`src/include/k16_consts.svh`:
```
`ifndef K16_CONSTS_SVH
`define K16_CONSTS_SVH

// Data and address width
`define K16_WORD_BITS 16

// General registers, the last one is the PC
`define K16_NUM_REGS 8

`define K16_PC_REG 7

// RAM decodes only the low address bits
`define K16_RAM_WORDS 4096

// JMP encoding with every offset bit set
`define K16_HALT_WORD 16'h9FFF

`endif

```
`src/k16_isa_pkg.sv`:
```
`include "k16_consts.svh"

package k16_isa_pkg;

  typedef logic [`K16_WORD_BITS-1:0] word_t;

  typedef logic [$clog2(`K16_NUM_REGS)-1:0] reg_idx_t;

  typedef enum logic [1:0] {
    ALU_ARITH = 2'd0,
    ALU_LOGIC = 2'd1,
    ALU_IMM   = 2'd2
  } alu_class_t;

  typedef logic [2:0] alu_op_t;

  // Arithmetic and logic ops match instruction bits 2..0
  localparam alu_op_t OP_ADD = 3'd0;
  localparam alu_op_t OP_ADC = 3'd1;
  localparam alu_op_t OP_SUB = 3'd2;
  localparam alu_op_t OP_SBC = 3'd3;
  localparam alu_op_t OP_AND = 3'd4;
  localparam alu_op_t OP_OR  = 3'd5;
  localparam alu_op_t OP_XOR = 3'd6;
  localparam alu_op_t OP_NOT = 3'd7;

  // Immediate loads, taken from instruction bits 9..8
  localparam alu_op_t IMM_LDL  = 3'd0;
  localparam alu_op_t IMM_LDH  = 3'd1;
  localparam alu_op_t IMM_LDLZ = 3'd2;
  localparam alu_op_t IMM_LDHZ = 3'd3;

  typedef struct packed {
    logic carry;
    logic zero;
    logic negative;
  } flags_t;

endpackage

```
`src/k16_bus_pkg.sv`:
```
package k16_bus_pkg;

  // One RAM access from either master
  typedef struct packed {
    logic               req;
    logic               write;
    k16_isa_pkg::word_t addr;
    k16_isa_pkg::word_t wdata;
  } mem_req_t;

  typedef enum logic [1:0] {
    PANEL_DEPOSIT = 2'd0,
    PANEL_EXAMINE = 2'd1,
    PANEL_START   = 2'd2
  } panel_op_t;

  // Start uses addr as the start PC
  typedef struct packed {
    panel_op_t          op;
    k16_isa_pkg::word_t addr;
    k16_isa_pkg::word_t data;
  } panel_cmd_t;

endpackage

```
`src/k16_bus_arbiter.sv`:
```
`timescale 1ns/1ps

module k16_bus_arbiter (
  input  k16_bus_pkg::mem_req_t core_req,
  input  k16_bus_pkg::mem_req_t panel_req,
  output k16_bus_pkg::mem_req_t mem_req,
  output logic                  panel_grant
);

  // Core always wins
  assign panel_grant = panel_req.req && !core_req.req;
  assign mem_req = core_req.req ? core_req : panel_req;

  // Panel only runs against a halted core, so the masters never meet here
  always_comb
  begin
    assert (!(core_req.req && panel_req.req));
  end

endmodule

```
`config.mk`:
```
export PLATFORM = sky130hd
export DESIGN_NAME = k16_bus_arbiter
export DESIGN_NICKNAME = d
export VERILOG_FILES = /design/src/k16_isa_pkg.sv /design/src/k16_bus_pkg.sv /design/src/k16_bus_arbiter.sv
export VERILOG_INCLUDE_DIRS = /design/src /design/src/include
export SDC_FILE = /design/constraint.sdc
export NUM_CORES = 1
export LEC_CHECK = 0
export ABC_CLOCK_PERIOD_IN_PS = 1100
export CAP_MARGIN = 40
export CORE_AREA = 2 2 39 41
export DETAILED_ROUTE_END_ITERATION = 8
export DIE_AREA = 0 0 41 43
export DONT_BUFFER_PORTS = 1
export SLEW_MARGIN = 20
export SYNTH_ARGS = -nofsm -noshare
export SYNTH_HDL_FRONTEND = slang
export SYNTH_SLANG_ARGS = --single-unit
```
`constraint.sdc`:
```
create_clock -name vclk -period 1.1
set_clock_uncertainty 0.1 [all_clocks]
set_input_delay 0.22 -clock vclk [all_inputs]
set_output_delay 0.22 -clock vclk [all_outputs]
set_load 0.02 [all_outputs]
```
=== After elaboration in Yosys (flattened, before gate mapping) ===
Index checks and enable logic that the tools add are counted.

* Flip-flop bits (word level): 0
* Bits of input ports: 68
* Output and inout port bits: 35
* Logic and storage cells: 3

* Multiplexer cells: 1
* Reductions and logical operators: 2

{| class="wikitable"
|+ Operator list
! cell !! number
|-
| $mux W34 || 1
|-
| $logic_and A1 B1 Y1 || 1
|-
| $logic_not A1 Y1 || 1
|}

=== Logic depth before layout (Yosys ltp) ===
* Word-level depth: 2
* Depth in mapped cells: 3
* Depth with buffers taken out: 1

=== Worst setup path before layout ===
Ideal clock, no wire load.

* Kind: in2out
* Start point: input port core_req[33] in the netlist's numbering
* End point: output port mem_req[33] in the netlist's numbering
* Arrival time: 0.835 ns
* Data required time: 0.780 ns
* Path slack: -0.055 ns
* Stages on the path: 3
* Path buffers: 2
* Path through: buf_6 buf_12 or2_2

{| class="wikitable"
|+ RTL lines
! item !! line !! RTL
|-
| start, declared || k16_bus_arbiter.sv:4 || <nowiki>input k16_bus_pkg::mem_req_t core_req,</nowiki>
|-
| end, declared || k16_bus_arbiter.sv:6 || <nowiki>output k16_bus_pkg::mem_req_t mem_req,</nowiki>
|}

=== Worst setup path in the final report ===
* Start point: input port core_req[33] in the netlist's numbering
* End point: output port mem_req[0] in the netlist's numbering

* Longest elaborated chain between the ends: 1

{| class="wikitable"
|+ Ends and longest elaborated chain
! item !! line !! RTL
|-
| $mux W34 || k16_bus_arbiter.sv:12 || <nowiki>assign mem_req = core_req.req ? core_req : panel_req;</nowiki>
|}

Every way passes these cells.

==> impl_metrics.xml <==
<?xml version="1.0" encoding="UTF-8"?>
<metrics>
  <group name="yosys">
    <metric name="postSynthAreaPerCell" unit="sq um">14.4</metric>
    <metric name="ys_warn_count" unit="">0</metric>
    <metric name="netlist_top_cells_area" unit="">sky130_fd_sc_hd__mux2_4 (75%), sky130_fd_sc_hd__buf_12 (11%), sky130_fd_sc_hd__mux2_2 (10%), sky130_fd_sc_hd__buf_6 (2.0%), sky130_fd_sc_hd__nor2b_1 (1.1%)</metric>
    <metric name="yosysMostFrequentCell" unit="">sky130_fd_sc_hd__mux2_4</metric>
    <metric name="synth.top_cells.by_count" unit="">sky130_fd_sc_hd__mux2_4 (28), sky130_fd_sc_hd__mux2_2 (5), sky130_fd_sc_hd__buf_12 (3)</metric>
    <metric name="post-synth-top-area-cell" unit="">sky130_fd_sc_hd__mux2_4</metric>
    <metric name="synthesis.area" unit="sq um">561</metric>
    <metric name="synthDominantCellAreaShare" unit="">0.750</metric>
    <metric name="syn-instance-count" unit="">39</metric>
    <metric name="post_synth_num_cell_types" unit="">6</metric>
    <metric name="postSynthNetCount" unit="">107</metric>
    <metric name="seq_area_frac_synth" unit="">0</metric>
  </group>
  <group name="drt">
    <metric name="drt-vias-per-instance" unit="">6.57</metric>
    <metric name="final_antenna_net_count" unit="">0</metric>
    <metric name="detailedRoute.firstIterationViolations" unit="">1</metric>
    <metric name="wl" unit="mm">1.54</metric>
    <metric name="routedWlPerCell" unit="um">30.1</metric>
    <metric name="routed-via-count" unit="">335</metric>
    <metric name="first_pass_iters" unit="">2</metric>
    <metric name="drt_drc_violations_left" unit="">0</metric>
  </group>
  <group name="grt">
    <metric name="first_pass_grt_wire_length" unit="mm">1.77</metric>
    <metric name="grt_antenna_before_repair" unit="">0</metric>
    <metric name="grt_pass1_vias" unit="">347</metric>
    <metric name="grt_start_max_net_pins" unit="">36</metric>
    <metric name="grt_util_all_layers" unit="">0.149</metric>
    <metric name="global_route.overflow_total" unit="">0</metric>
  </group>
  <group name="placement">
    <metric name="io_buffers" unit="">0</metric>
    <metric name="detailedPlace.worstSlack" unit="ps">185</metric>
    <metric name="dpl_cell_area" unit="sq um">514</metric>
    <metric name="routabilityCongestion" unit="">0.625</metric>
  </group>
  <group name="floorplanning">
    <metric name="design.portCount" unit="">103</metric>
    <metric name="row_count" unit="">14</metric>
    <metric name="die_area" unit="sq mm">0.00176</metric>
    <metric name="chipWidth" unit="um">41</metric>
    <metric name="floorplan.initialDensity" unit="">0.405</metric>
    <metric name="die_h" unit="um">43</metric>
    <metric name="floorplan.core_area" unit="sq mm">0.00138</metric>
  </group>
  <group name="power_and_ir_drop">
    <metric name="cellPowerDensity" unit="mW/mm^2">607</metric>
    <metric name="peakVddDrop" unit="uV">150</metric>
    <metric name="leakage" unit="nW">0.256</metric>
  </group>
  <group name="worst_hold_path">
    <metric name="timing.hold.worst.class" unit="">input pin to output port</metric>
  </group>
  <group name="sta">
    <metric name="timing.final.crit_share" unit="">0.828</metric>
    <metric name="timing.hold.ws" unit="ps">395</metric>
    <metric name="finalMaxSlewViolations" unit="">0</metric>
    <metric name="final.setup.worst_slack" unit="ps">189</metric>
    <metric name="max_slew.worst_pin.slew" unit="ps">251</metric>
    <metric name="fin_crit_period" unit="ps">911</metric>
    <metric name="slew_headroom" unit="">0.832</metric>
    <metric name="hold_viol_final" unit="">0</metric>
    <metric name="timing.final.setup_violations" unit="">0</metric>
    <metric name="fmax" unit="GHz">1.10</metric>
    <metric name="fin_tns_setup" unit="ps">0</metric>
    <metric name="grt_setup_unrepaired" unit="">no</metric>
  </group>
  <group name="setup_path">
    <metric name="worst-path-buf-inv" unit="">0</metric>
    <metric name="critical-path-top-delay-family" unit="">multiplexers</metric>
    <metric name="worst_setup_path_startpoint" unit="">core_req[33]</metric>
    <metric name="worst-endpoint-arrival" unit="ps">590</metric>
    <metric name="worst_ep_required_time" unit="ps">780</metric>
    <metric name="critical_path.endpoint" unit="">mem_req[0]</metric>
    <metric name="crit_slowest_cell" unit="">sky130_fd_sc_hd__mux2_2</metric>
    <metric name="critical_path_cell_count" unit="">1</metric>
    <metric name="worstSetupEndpointType" unit="">output port</metric>
    <metric name="worstSetupPathType" unit="">input pin to output port</metric>
    <metric name="critPathMaxStageDelay" unit="ps">370</metric>
    <metric name="critPathMaxFanout" unit="">35</metric>
    <metric name="worst_setup_path_start_kind" unit="">input pin</metric>
    <metric name="cell_by_cell_listing_of_the_critical_path" unit="">mux2_2</metric>
  </group>
  <group name="outcome">
    <metric name="run_status" unit="">finished, final reports clean</metric>
  </group>
  <group name="cells_and_area">
    <metric name="design.seq.count" unit="">0</metric>
    <metric name="layout.cell_area.non_filler" unit="sq um">514</metric>
    <metric name="nNetsFinal" unit="">105</metric>
    <metric name="clockBufferCount" unit="">0</metric>
    <metric name="syn2layout_area_growth" unit="%">-8.26</metric>
    <metric name="num_antenna_cells" unit="">0</metric>
    <metric name="layout.area.seq" unit="sq um">0</metric>
    <metric name="layout-drive-gt1-share" unit="">1.00</metric>
  </group>
  <group name="flow_run">
    <metric name="maxCapViolCount" unit="">0</metric>
  </group>
  <group name="clocking">
    <metric name="postCtsHoldBufs" unit="">0</metric>
    <metric name="post_cts_buffers" unit="">0</metric>
    <metric name="cts_resized" unit="">0</metric>
  </group>
</metrics>
==> power by group <==
part	switching [mW]	internal (mW)
Sequential	0	0
Clock	0	0
Combinational	0.165	0.147
==> per-layer routing <==
layer,GRT usage,up-vias,share of wire
li1,-,138,-
met1,0.117,142,0.24
met2,0.341,55,0.63
met3,0.0157,0,0.13
met4,0,0,0
met5,0,-,0
==> placed cells by master (no fill, tap or decap) <==
cell type	instances
sky130_fd_sc_hd__mux2_4	28
sky130_fd_sc_hd__mux2_2	5
sky130_fd_sc_hd__or2_4	1
sky130_fd_sc_hd__nor2b_2	1
==> kinds of logic (layout without fill, tap and decap cells) <==
kind of cell	after synthesis	in the layout	share of synthesized area
mux	33	33	0.850
buf+inv	4	0	0.127
simple gates	2	2	0.0223
==> layout make-up <==
cell class | count | area, sq um
fillers | 121 | 870
multi-input cells | 35 | 494
well taps | 16 | 20.0
==> metrics by stage <==
stage | power (mW) | std cells | utilization
2_1_floorplan | 0.356 | 39 | -
3_3_place_gp | 0.316 | 51 | 0.372
3_5_place_dp | 0.316 | 51 | 0.372
4_1_cts | 0.316 | 51 | 0.372
5_1_grt | 0.324 | 51 | 0.372
6_report | 0.312 | 51 | 0.372
==> worst min-delay path by stage <==
stage | from | end | cells past startpoint
2_1_floorplan | panel_req[33] | mem_req[33] | 1
3_3_place_gp | core_req[33] | panel_grant | 1
3_5_place_dp | core_req[33] | panel_grant | 1
4_1_cts | core_req[33] | panel_grant | 1
5_1_grt | core_req[33] | panel_grant | 1
6_report | core_req[33] | panel_grant | 1
No activity file was read; power rests on OpenSTA's default activity.
