`src/include/k16_consts.svh`:
```
`ifndef K16_CONSTS_SVH
`define K16_CONSTS_SVH

// Data and address width
`define K16_WORD_BITS 16

// General registers, the last one is the PC
`define K16_NUM_REGS 8

`define K16_PC_REG 7

// RAM decodes only the low address bits
`define K16_RAM_WORDS 4096

// JMP encoding with every offset bit set
`define K16_HALT_WORD 16'h9FFF

`endif

```
`src/k16_isa_pkg.sv`:
```
`include "k16_consts.svh"

package k16_isa_pkg;

  typedef logic [`K16_WORD_BITS-1:0] word_t;

  typedef logic [$clog2(`K16_NUM_REGS)-1:0] reg_idx_t;

  typedef enum logic [1:0] {
    ALU_ARITH = 2'd0,
    ALU_LOGIC = 2'd1,
    ALU_IMM   = 2'd2
  } alu_class_t;

  typedef logic [2:0] alu_op_t;

  // Arithmetic and logic ops match instruction bits 2..0
  localparam alu_op_t OP_ADD = 3'd0;
  localparam alu_op_t OP_ADC = 3'd1;
  localparam alu_op_t OP_SUB = 3'd2;
  localparam alu_op_t OP_SBC = 3'd3;
  localparam alu_op_t OP_AND = 3'd4;
  localparam alu_op_t OP_OR  = 3'd5;
  localparam alu_op_t OP_XOR = 3'd6;
  localparam alu_op_t OP_NOT = 3'd7;

  // Immediate loads, taken from instruction bits 9..8
  localparam alu_op_t IMM_LDL  = 3'd0;
  localparam alu_op_t IMM_LDH  = 3'd1;
  localparam alu_op_t IMM_LDLZ = 3'd2;
  localparam alu_op_t IMM_LDHZ = 3'd3;

  typedef struct packed {
    logic carry;
    logic zero;
    logic negative;
  } flags_t;

endpackage

```
`src/k16_bus_pkg.sv`:
```
package k16_bus_pkg;

  // One RAM access from either master
  typedef struct packed {
    logic               req;
    logic               write;
    k16_isa_pkg::word_t addr;
    k16_isa_pkg::word_t wdata;
  } mem_req_t;

  typedef enum logic [1:0] {
    PANEL_DEPOSIT = 2'd0,
    PANEL_EXAMINE = 2'd1,
    PANEL_START   = 2'd2
  } panel_op_t;

  // Start uses addr as the start PC
  typedef struct packed {
    panel_op_t          op;
    k16_isa_pkg::word_t addr;
    k16_isa_pkg::word_t data;
  } panel_cmd_t;

endpackage

```
`src/k16_panel.sv`:
```
`timescale 1ns/1ps

module k16_panel (
  input  logic                    clk,
  input  logic                    reset,
  input  k16_bus_pkg::panel_cmd_t panel_cmd,
  input  logic                    panel_valid,
  input  logic                    halted,
  input  logic                    panel_grant,
  input  k16_isa_pkg::word_t      rdata,
  output k16_bus_pkg::mem_req_t   panel_req,
  output logic                    start,
  output k16_isa_pkg::word_t      start_pc,
  output logic                    panel_ready,
  output logic                    panel_done,
  output k16_isa_pkg::word_t      examine_data
);

  typedef enum logic [1:0] {P_IDLE, P_MEM, P_READ, P_START} state_t;

  state_t                  state;
  k16_bus_pkg::panel_cmd_t cmd;
  logic                    is_deposit;

  assign is_deposit = (cmd.op == k16_bus_pkg::PANEL_DEPOSIT);

  always_ff @(posedge clk)
  begin
    if (reset)
      state <= P_IDLE;
    else
    begin
      case (state)
        P_IDLE:
        begin
          if (panel_valid && panel_ready)
          begin
            cmd <= panel_cmd;
            if (panel_cmd.op == k16_bus_pkg::PANEL_START)
              state <= P_START;
            else
              state <= P_MEM;
          end
        end
        // Request held until the arbiter lets it through
        P_MEM:
        begin
          if (panel_grant)
            state <= is_deposit ? P_IDLE : P_READ;
        end
        default:
          state <= P_IDLE;
      endcase
    end
  end

  always_comb
  begin
    panel_req.req = (state == P_MEM);
    panel_req.write = is_deposit;
    panel_req.addr = cmd.addr;
    panel_req.wdata = cmd.data;
  end

  assign panel_ready = (state == P_IDLE) && halted;
  assign panel_done = (state == P_MEM && panel_grant && is_deposit) ||
                      (state == P_READ) || (state == P_START);
  assign examine_data = (state == P_READ) ? rdata : '0;
  assign start = (state == P_START);
  assign start_pc = cmd.addr;

  assert property (@(posedge clk) disable iff (reset) panel_valid |-> panel_ready);

endmodule

```
`config.mk`:
```
export PLATFORM = sky130hd
export DESIGN_NAME = k16_panel
export DESIGN_NICKNAME = d
export VERILOG_FILES = /design/src/k16_isa_pkg.sv /design/src/k16_bus_pkg.sv /design/src/k16_panel.sv
export VERILOG_INCLUDE_DIRS = /design/src /design/src/include
export SDC_FILE = /design/constraint.sdc
export NUM_CORES = 1
export LEC_CHECK = 0
export BUFFER_PORTS_ARGS = -buffer_cell sky130_fd_sc_hd__buf_2
export CAP_MARGIN = 20
export CORE_ASPECT_RATIO = 0.6
export CORE_MARGIN = 5
export CORE_UTILIZATION = 43
export DETAILED_ROUTE_END_ITERATION = 8
export PLACE_DENSITY = 0.85
export SLEW_MARGIN = 30
export SYNTH_ARGS = -nofsm -noshare
export SYNTH_HDL_FRONTEND = slang
export SYNTH_SLANG_ARGS = --single-unit
```
`constraint.sdc`:
```
create_clock -name clk -period 5.93 [get_ports clk]
set_input_delay 0.8895 -clock clk [delete_from_list [all_inputs] [get_ports clk]]
set_output_delay 0.8895 -clock clk [all_outputs]
set_load 0.02 [all_outputs]
```
After elaboration in Yosys (flattened, before gate mapping)
Index checks and enable logic that the tools add are counted.
{"block": "classes", "n_reduce_logical": 10, "bitwise_logic": 1, "n_eq_ne": 6, "mux": 6}
{"op": "$mux W16", "count": 1}
{"op": "$mux W2", "count": 4}
{"op": "$eq A2 B2 Y1 const B", "count": 3}
{"op": "$logic_and A1 B1 Y1", "count": 4}
{"op": "$logic_not A2 Y1", "count": 2}
{"op": "$ne A2 B2 Y1 const B", "count": 2}
{"op": "$pmux W2 S2", "count": 1}
{"op": "$reduce_and A3 Y1", "count": 1}
{"op": "$eq A2 B1 Y1 const B", "count": 1}
{"op": "$logic_or A1 B1 Y1", "count": 2}
{"op": "$reduce_and A2 Y1", "count": 1}
{"op": "$not A1 Y1", "count": 1}
{"block": "totals", "reg_bits": 36, "elab_cells": 27, "input_bits": 55, "out_inout_bits": 69}

Logic depth before layout (Yosys ltp)
Gate-level depths: netlist (run 1).
{"block": "logic_depth", "ltp_word": 5, "ltp_mapped": 3, "mapped_depth_nobuf": 3}

Worst setup path before layout (run 1)
OpenSTA, ideal clock, no wires.
{"block": "synth_path", "path_type": "input -> register", "startpoint": "input reset", "endpoint": "register cmd[32] (netlist bit) (enable)", "setup_time_ns": 0.448, "arrival_time_ns": 2.865, "required_ns": 5.482, "path_buffers": 0, "stages": 1, "setup_slack_ns": 2.617, "cell_sequence": "nor4_2"}
{"block": "synth_via", "elab_chain_len": 2}
{"item": "start: declaration", "line_no": "k16_panel.sv:5", "rtl": "input logic reset,"}
{"item": "$not A1 Y1 (no line)"}
{"item": "$reduce_and A3 Y1 (no line)"}
{"item": "end signal: assignment", "line_no": "k16_panel.sv:38", "rtl": "cmd <= panel_cmd;"}
{"item": "end: declaration", "line_no": "k16_panel.sv:22", "rtl": "k16_bus_pkg::panel_cmd_t cmd;"}
Every way passes these cells.
A chain may end at the register's enable or synchronous reset.

Worst setup path in the final report (run 1)
{"block": "layout_path", "startpoint": "register state[1]", "endpoint": "output examine_data[14]"}
{"block": "layout_via", "elab_chain_len": 2}
{"item": "start: declaration", "line_no": "k16_panel.sv:21", "rtl": "state_t state;"}
{"item": "start signal: assignment", "line_no": "k16_panel.sv:49", "rtl": "state <= is_deposit ? P_IDLE : P_READ;"}
{"item": "$eq A2 B2 Y1", "line_no": "k16_panel.sv:68", "rtl": "assign examine_data = (state == P_READ) ? rdata : '0;"}
{"item": "$mux W16", "line_no": "k16_panel.sv:68"}
{"item": "end: declaration", "line_no": "k16_panel.sv:16", "rtl": "output k16_isa_pkg::word_t examine_data"}
Every way passes these cells.

==> out/metrics.yaml, run 1 <==
run_status: "finished clean"
fp.coreArea_um2: 3680
grt_pass1_wl_um: 5250
setup_ws_ps: 3600
cts_tree: "done"
numCtsBuffers: 5
fin_skew_ps: 7.49
worst_pin_slew_ps: 800
synth_area_leaders: "edfxtp_1 62%, buf_4 22%, and2_1 6.5%"
crit_chain: "nor2b_4 > and2_1 > buf_2"
cp_top_family: "flip-flops"
drt_iter0_markers: 38
final_util_pct: 55.6
ios: 124
slowest_delay_ps: 500
synth_top_area_share_pct: 62.2
crit_required_ps: 5040
place.port_buffers: 123
clk_pin_slew_worst_paths_ps: 70
vias_per_cell: 4.20
synth_largest_area_cell: "edfxtp_1"
holdBufCountCts: 0
nets: 252
max_freq_ghz: 0.429
dp_hpwl_um: 2750
power_density_nw_per_um2: 254
clk_root_buffer_cell: "clkbuf_8"
p_leak_nw: 0.977
vias: 1029
rsz0062_at_grt: "no"
fillers: 306
synthCells: 116
ys_types: 16
grt_pass1_vias: 1126
htreeDepth: 2
stdcell_count: 245
end_kind: "output pin"
ys_warn_count: 0
cap_viol_max_count: 0
critPathMaxFanout: 16
multi_input_area_um2: 206
dr.pass1.iters: 4
dp_slack_ps: 3410
wire_per_inst_um: 13.6
ys_ff_latch: 36
antenna_cells: 0
dp.cells: 237
hold_viol: 0
period_share_pct: 39.3
syn_area_per_cell_um2: 14.2
cts_num_sinks: 36
path_class: "reg2out"
finalSetupViolations: 0
post_cts_buffers: 0
gr-total-overflow: 0
die_w_um: 89.8
drc: 0
syn_area_um2: 1640
yosysSeqAreaShare_pct: 64.6
worst-path-buf-inv: 1
track_usage_pct: 13.4
clk_path_buf_depth: 2
layout-drive-gt1-share_pct: 68.7
finalPower_w: 0.000521
syn2layout_area_growth_pct: 24.7
finalSetupTns_ps: 0
die_area_um2: 5190
max_slew_margin_pct: 46.3
ant_nets: 0
wirelength_um: 3330
cp.arrival_ps: 1440
initial_core_util_pct: 44.6
peakVddDrop_v: 0.000185
syn-num-nets: 171
gp_congestion: 0.663
seq_area_um2: 1060
cts_resized: 0
clk_latency_ps: 280
grt_max_degree: 25
slowest_stage: "dfxtp_1"
startpoint_type: "flop"
die_h_um: 57.9
period_needed_ps: 2330
slew_violations: 0
antenna_found_initial: 0
hp-class: "reg2reg"
rows: 17
==> worst paths after layout <==
path / slack [ps] / cells after the start / startpoint / to
setup / recovery: 3600 / 3 / state[1]$_SDFFE_PP0P_ / examine_data[14]
hold / removal: 650 / 1 / state[1]$_SDFFE_PP0P_ / state[0]$_SDFFE_PP0P_
setup reg to reg: 4000 / 2 / state[0]$_SDFFE_PP0P_ / panel_req[13]$_DFFE_PP_
hold reg to reg: 650 / 1 / state[1]$_SDFFE_PP0P_ / state[0]$_SDFFE_PP0P_
==> worst reg2reg max path: stages, from the launching register on <==
cell	delay [ps]
dfxtp_1	420
nor4_4	760
buf_4	430
==> report_power, final <==
part / internal (W) / switching (W)
logic: 0.0000238 / 0.0000307
registers: 0.000287 / 0.00000375
clock network: 0.0000943 / 0.0000812
total: 0.000405 / 0.000116
==> cell usage in the layout (no fill, tap or decap) <==
cell,n
nor2b_4,1
buf_2,123
a31o_2,2
clkbuf_1,1
clkbuf_8,6
clkinvlp_4,1
nand2_1,2
nor3_1,1
nor4_4,1
edfxtp_1,34
and2_1,17
nor4_1,1
buf_4,1
nor2_1,1
mux2_2,1
nor3b_1,1
inv_1,1
dfxtp_1,2
nor2b_1,1
==> routing by layer <==
metal	part of all wire, %	wire length, um	GRT usage [%]	vias to the layer above
li1	-	-	-	505
met1	37	1230	14.5	436
met2	44	1480	19.6	82
met3	17	572	9.86	6
met4	1.5	51	6.47	0
met5	0	0	0	-
==> sequential cells by signal (all words and copies together), names as in the netlist <==
name	flops
start_pc	16
state	2
cmd	2
panel_req	16
==> cell usage after synthesis <==
cell,n
nor3_1,1
nor3b_1,1
a31o_2,2
nor2_1,1
and2_1,17
inv_1,1
nand2_1,2
nor2b_4,1
buf_6,1
buf_4,49
nor4_1,1
nor2b_1,1
dfxtp_1,2
edfxtp_1,34
mux2_2,1
nor4_2,1
==> cell type report <==
type | instances | share of cell area (%)
clock inverters | 1 | 0.367
well taps | 47 | 2.87
multi-input cells | 29 | 10.1
clock buffers | 7 | 4.22
flip-flops and latches | 36 | 51.8
repair buffers | 124 | 30.4
inverters | 1 | 0.183
==> metrics by stage <==
step,instance area [um2],hold slack (ps)
floorplan,1640,533
global placement,1950,624
detailed placement,1950,632
CTS,2050,647
global route,2050,680
finish,2050,647
==> cells by family (layout without fill, tap and decap cells) <==
| family | count (synthesis) | count (layout) | synth area share, % |
|---|---|---|---|
| AO/OA/AOI/OAI | 2 | 2 | 1.07 |
| buffers and inverters | 51 | 133 | 23.3 |
| flip-flops | 36 | 36 | 64.6 |
| multiplexers | 1 | 1 | 0.686 |
| AND/OR/NAND/NOR | 26 | 26 | 10.3 |
No activity file was read; power rests on OpenSTA's default activity.
==> run 2, diff against run 1 <==
--- a/config.mk
+++ b/config.mk
@@ -10,9 +10,9 @@
 export CAP_MARGIN = 20
 export CORE_ASPECT_RATIO = 0.6
 export CORE_MARGIN = 5
-export CORE_UTILIZATION = 43
+export CORE_UTILIZATION = 40
 export DETAILED_ROUTE_END_ITERATION = 8
-export PLACE_DENSITY = 0.85
+export PLACE_DENSITY = 0.8
 export SLEW_MARGIN = 30
 export SYNTH_ARGS = -nofsm -noshare
 export SYNTH_HDL_FRONTEND = slang
==> constraint.sdc (replaced) <==
create_clock -name clk -period 2.3 [get_ports clk]
set_input_delay 0.345 -clock clk [delete_from_list [all_inputs] [get_ports clk]]
set_output_delay 0.345 -clock clk [all_outputs]
set_load 0.02 [all_outputs]
==> run 2 against run 1 <==
Non-clock buffer count is 1 higher. Design area grew 1.4%. Clock power increased to 3.1 times the previous value. First-iteration DRC count is 42% lower. Clock skew down 4.2 ps. Total power rose to 2.7 times the previous value. Critical path type unchanged. Highest routed layer is now met3.
==> out/metrics.yaml, run 2 (synthesized netlist as in run 1, its figures left out) <==
power_density_nw_per_um2: 687
drt_iter0_markers: 22
post_cts_buffers: 0
peakVddDrop_v: 0.000376
fin_skew_ps: 3.30
dr.pass1.iters: 4
hold_depth: 1
antenna_found_initial: 0
worst_pin_slew_ps: 373
r2r_start: "state[0]$_SDFFE_PP0P_"
r2r-end: "panel_req[9]$_DFFE_PP_"
clk_latency_ps: 280
run_status: "finished clean"
vias: 1021
antenna_cells: 0
place_area_um2: 1960
cp.arrival_ps: 1420
htreeDepth: 2
crit_required_ps: 1960
layout-drive-gt1-share_pct: 69.3
ant_nets: 0
rsz0062_at_grt: "no"
rows: 18
period_share_pct: 76.8
dp_hpwl_um: 2600
place.port_buffers: 123
hold_viol: 0
wirelength_um: 3080
track_usage_pct: 11.1
p_leak_nw: 0.992
mostFrequentLayoutCell: "buf_2"
clk_root_buffer_cell: "clkbuf_8"
holdBufCountCts: 0
die_h_um: 59.6
cts_resized: 0
grt_pass1_vias: 1047
startpoint_type: "flop"
vias_per_cell: 4.10
fp.coreArea_um2: 4030
drc: 0
holdPathEnd: "panel_req[5]$_DFFE_PP_"
reg2reg_slack_ps: 960
syn2layout_area_growth_pct: 26.4
gp_congestion: 0.691
nets: 253
die_w_um: 92.7
ff2ff_path_depth: 2
grt_pass1_wl_um: 4650
end_kind: "output pin"
finalSetupTns_ps: 0
numCtsBuffers: 5
max_freq_ghz: 0.566
die_area_um2: 5530
hold_start: "panel_cmd[5]"
cap_viol_max_count: 0
slew_violations: 0
period_needed_ps: 1770
clk_path_buf_depth: 2
max_slew_margin_pct: 75.1
grt_max_degree: 20
cts_num_sinks: 36
ios: 124
initial_core_util_pct: 40.7
path_class: "reg2out"
layout.cells.most_common_list: "123 x buf_2, 34 x edfxtp_1, 17 x and2_1"
wire_per_inst_um: 12.4
finalSetupViolations: 0
postLayoutCellArea_um2: 2080
gr-total-overflow: 0
cts_tree: "done"
clk_pin_slew_worst_paths_ps: 70
hp-class: "in2reg"
critPathMaxFanout: 16
==> run 2: where the power goes <==
| group | internal, W | total (W) | leakage [nW] | switching, W |
|---|---|---|---|---|
| Sequential | 0.000739 | 0.000748 | 0.327 | 0.00000898 |
| Combinational | 0.0000623 | 0.000141 | 0.611 | 0.0000783 |
| Clock | 0.000320 | 0.000537 | 0.0541 | 0.000217 |
==> run 2: layer usage <==
layer / track usage, % / part of all wire [%]
met5: 0 / 0
met4: 3.76 / 0
met3: 7.23 / 17
met2: 16.7 / 44
met1: 13.0 / 38
==> run 2: worst max-delay path, stage by stage (launching register included) <==
cell and delay, ps:
dfxtp_1 490, nor2b_4 330, and2_1 160, buf_2 160
==> run 2: worst max-delay path by stage <==
stage	startpoint	end	slack [ps]	cells past startpoint
2_1_floorplan	state[0]$_SDFFE_PP0P_	cmd[32]$_DFFE_PP_	240	1
3_3_place_gp	state[1]$_SDFFE_PP0P_	examine_data[9]	840	3
3_5_place_dp	state[1]$_SDFFE_PP0P_	examine_data[5]	840	3
4_1_cts	state[1]$_SDFFE_PP0P_	examine_data[5]	510	3
5_1_grt	state[1]$_SDFFE_PP0P_	examine_data[5]	400	3
6_report	state[1]$_SDFFE_PP0P_	examine_data[5]	530	3
==> run 2: area by class of cell <==
cell class / instances / area (um2)
Sequential cell: 36 / 1060
Inverter: 1 / 3.75
Multi-Input combinational cell: 29 / 206
Timing Repair Buffer: 125 / 631
Clock buffer: 5 / 68.8
Tap cell: 50 / 62.6
Clock inverter: 3 / 42.5
Fill cell: 345 / 1960
==> run 2: per-stage QoR <==
step                      hold WS (ps)  std cells  utilization, %  power [W]  setup WS [ps]
after global placement             521        241            48.7   0.000903            844
after CTS                          222        249            51.5    0.00145            512
after detailed placement           523        241            48.7   0.000906            837
after floorplan                    421        116               -   0.000857            237
final                              235        249            51.5    0.00143            534
after global routing               217        249            51.5    0.00150            405
==> run 3, diff against run 2 <==
--- a/config.mk
+++ b/config.mk
@@ -6,13 +6,14 @@
 export SDC_FILE = /design/constraint.sdc
 export NUM_CORES = 1
 export LEC_CHECK = 0
+export ABC_AREA = 1
 export BUFFER_PORTS_ARGS = -buffer_cell sky130_fd_sc_hd__buf_2
 export CAP_MARGIN = 20
 export CORE_ASPECT_RATIO = 0.6
 export CORE_MARGIN = 5
 export CORE_UTILIZATION = 40
 export DETAILED_ROUTE_END_ITERATION = 8
-export PLACE_DENSITY = 0.8
+export PLACE_DENSITY = 0.79
 export SLEW_MARGIN = 30
 export SYNTH_ARGS = -nofsm -noshare
 export SYNTH_HDL_FRONTEND = slang
==> constraint.sdc (replaced) <==
create_clock -name clk -period 1.7 [get_ports clk]
set_input_delay 0.255 -clock clk [delete_from_list [all_inputs] [get_ports clk]]
set_output_delay 0.255 -clock clk [all_outputs]
set_load 0.02 [all_outputs]
==> run 3 against run 2 <==
Clock power increased by 5.4%. Sequential share of layout area decreased by 0.79 points. Combinational power increased by 53%. Synthesized cell count increased by 28%. Utilization decreased by 0.055 points. Sequential cell count unchanged. Design area increased by 1.6%. First-iteration DRC count decreased by 4.5%.
==> out/metrics.yaml, run 3 <==
grt_pass1_wl_um: 4840
syn2layout_area_growth_pct: 24.7
cap_viol_max_count: 0
period_share_pct: 92.3
track_usage_pct: 11.5
synth_top_area_share_pct: 60.4
vias: 1142
yosysMostFrequentCell: "buf_4"
period_needed_ps: 1570
fillers: 393
initial_core_util_pct: 41.2
mostFrequentLayoutCell: "buf_2"
seq_area_um2: 1060
power_density_nw_per_um2: 851
ys_top_cells_by_count: "49 x buf_4, 34 x edfxtp_1, 25 x inv_1"
crit_chain: "nand2_2 > nor2_1 > buf_2"
synth_largest_area_cell: "edfxtp_1"
fin_skew_ps: 0.781
gp_congestion: 0.791
postLayoutCellArea_um2: 2110
drt_iter0_markers: 21
wire_per_inst_um: 12.0
die_h_um: 60.4
critPathMaxFanout: 16
antenna_found_initial: 0
r2r-end: "start_pc[9]$_DFFE_PP_"
startpoint_type: "flop"
grt_util_met3_pct: 5.08
vias_per_cell: 3.91
grt_use_met2_pct: 19.4
setup_ws_ps: 131
synth_area_leaders: "edfxtp_1 60%, buf_4 22%, inv_1 5.6%"
post_cts_buffers: 0
rsz0062_at_grt: "no"
peakVddDrop_v: 0.000345
crit_required_ps: 1440
grt.busiest_layer: "met2"
cts_tree: "done"
r2r_start: "state[1]$_SDFFE_PP0P_"
startpoint: "state[1]$_SDFFE_PP0P_"
htreeDepth: 2
ys_types: 14
path_class: "reg2out"
drc: 0
cp.arrival_ps: 1310
syn_area_um2: 1690
grt_max_degree: 20
multi_input_area_um2: 153
finalSetupViolations: 0
layout.cells.most_common_list: "123 x buf_2, 34 x edfxtp_1, 25 x inv_1"
ff2ff_path_depth: 4
ios: 124
hold_viol: 0
antenna_cells: 0
synthArstFlopShare_pct: 0
clk_pin_slew_worst_paths_ps: 70
cts_resized: 0
ant_nets: 0
setup.worst_path.end: "examine_data[1]"
layout-drive-gt1-share_pct: 58.6
max_slew_margin_pct: 80.2
nets: 286
hold_depth: 1
synthFlopType: "edfxtp_1"
ys_ff_latch: 36
dr.pass1.iters: 4
place.port_buffers: 123
finalSetupTns_ps: 0
synth_edf_count: 34
die_area_um2: 5670
grt_pass1_vias: 1054
clk_path_buf_depth: 2
syn_area_per_cell_um2: 11.3
hp-class: "in2reg"
clk_root_buffer_cell: "clkbuf_8"
cp_top_family: "flip-flops"
die_w_um: 93.9
fp.coreArea_um2: 4100
end_kind: "output pin"
synthCells: 149
slowest_delay_ps: 440
slowest_stage: "dfxtp_1"
clk_latency_ps: 280
syn-num-nets: 204
run_status: "finished clean"
gr-total-overflow: 0
yosysSeqAreaShare_pct: 62.8
wirelength_um: 3510
gr-usage-met1_pct: 12.7
dp_hpwl_um: 2920
numCtsBuffers: 5
worst_pin_slew_ps: 296
cts_num_sinks: 36
slew_violations: 0
worst-path-buf-inv: 1
rows: 18
dp_slack_ps: 290
max_freq_ghz: 0.637
reg2reg_slack_ps: 300
p_leak_nw: 1.11
ys_warn_count: 0
crit_cells: 3
holdBufCountCts: 0
whs_ps: 149
place_area_um2: 2020
run 3: per-stage QoR:
step	std cells	util [%]	power (W)
final	292	51.4	0.00179
after global routing	292	51.4	0.00189
after CTS	292	51.4	0.00182
after detailed placement	284	49.4	0.00125
after global placement	284	49.4	0.00125
after floorplan	149	-	0.00118
run 3: per-layer routing:
| metal | part of all wire (%) | wire length [um] | up-vias |
|---|---|---|---|
| met5 | 0 | 0 | - |
| met4 | 0.77 | 27 | 0 |
| met3 | 11 | 399 | 2 |
| met2 | 50 | 1760 | 63 |
| met1 | 38 | 1320 | 503 |
| li1 | - | - | 574 |
run 3: cell families after synthesis:
family / count (synthesis) / share of synthesized area [%]
flip-flops: 36 / 62.8
AND/OR/NAND/NOR: 32 / 7.55
AO/OA/AOI/OAI: 3 / 1.04
buffers and inverters: 78 / 28.6
run 3: how the worst min path moves through the flow:
stage,start,to,slack [ps]
6_report,panel_cmd[9],panel_req[9]$_DFFE_PP_,150
2_1_floorplan,reset,state[0]$_SDFFE_PP0P_,320
3_3_place_gp,panel_cmd[10],panel_req[10]$_DFFE_PP_,430
5_1_grt,panel_cmd[20],start_pc[4]$_DFFE_PP_,130
4_1_cts,panel_cmd[9],panel_req[9]$_DFFE_PP_,140
3_5_place_dp,panel_cmd[31],start_pc[15]$_DFFE_PP_,430
run 3: worst register-to-register path, stage by stage, from the launching register on:
cell     delay [ps]
dfxtp_1         370
nor2_1          190
nand3_1         160
nor2_4          120
buf_4           260
run 3: power by group:
group / switching [W] / leakage [nW] / internal (W) / total, W
registers: 0.0000103 / 0.327 / 0.00100 / 0.00101
clock network: 0.000282 / 0.0388 / 0.000284 / 0.000566
logic: 0.000129 / 0.746 / 0.0000872 / 0.000216
run 3: final cells by class:
class / instances / area share, %
clock inverter: 2 / 0.534
sequential: 36 / 50.3
multi-input combinational: 35 / 7.24
clock buffer: 6 / 3.44
tap: 60 / 3.56
timing repair buffer: 125 / 29.9
inverter: 28 / 4.99
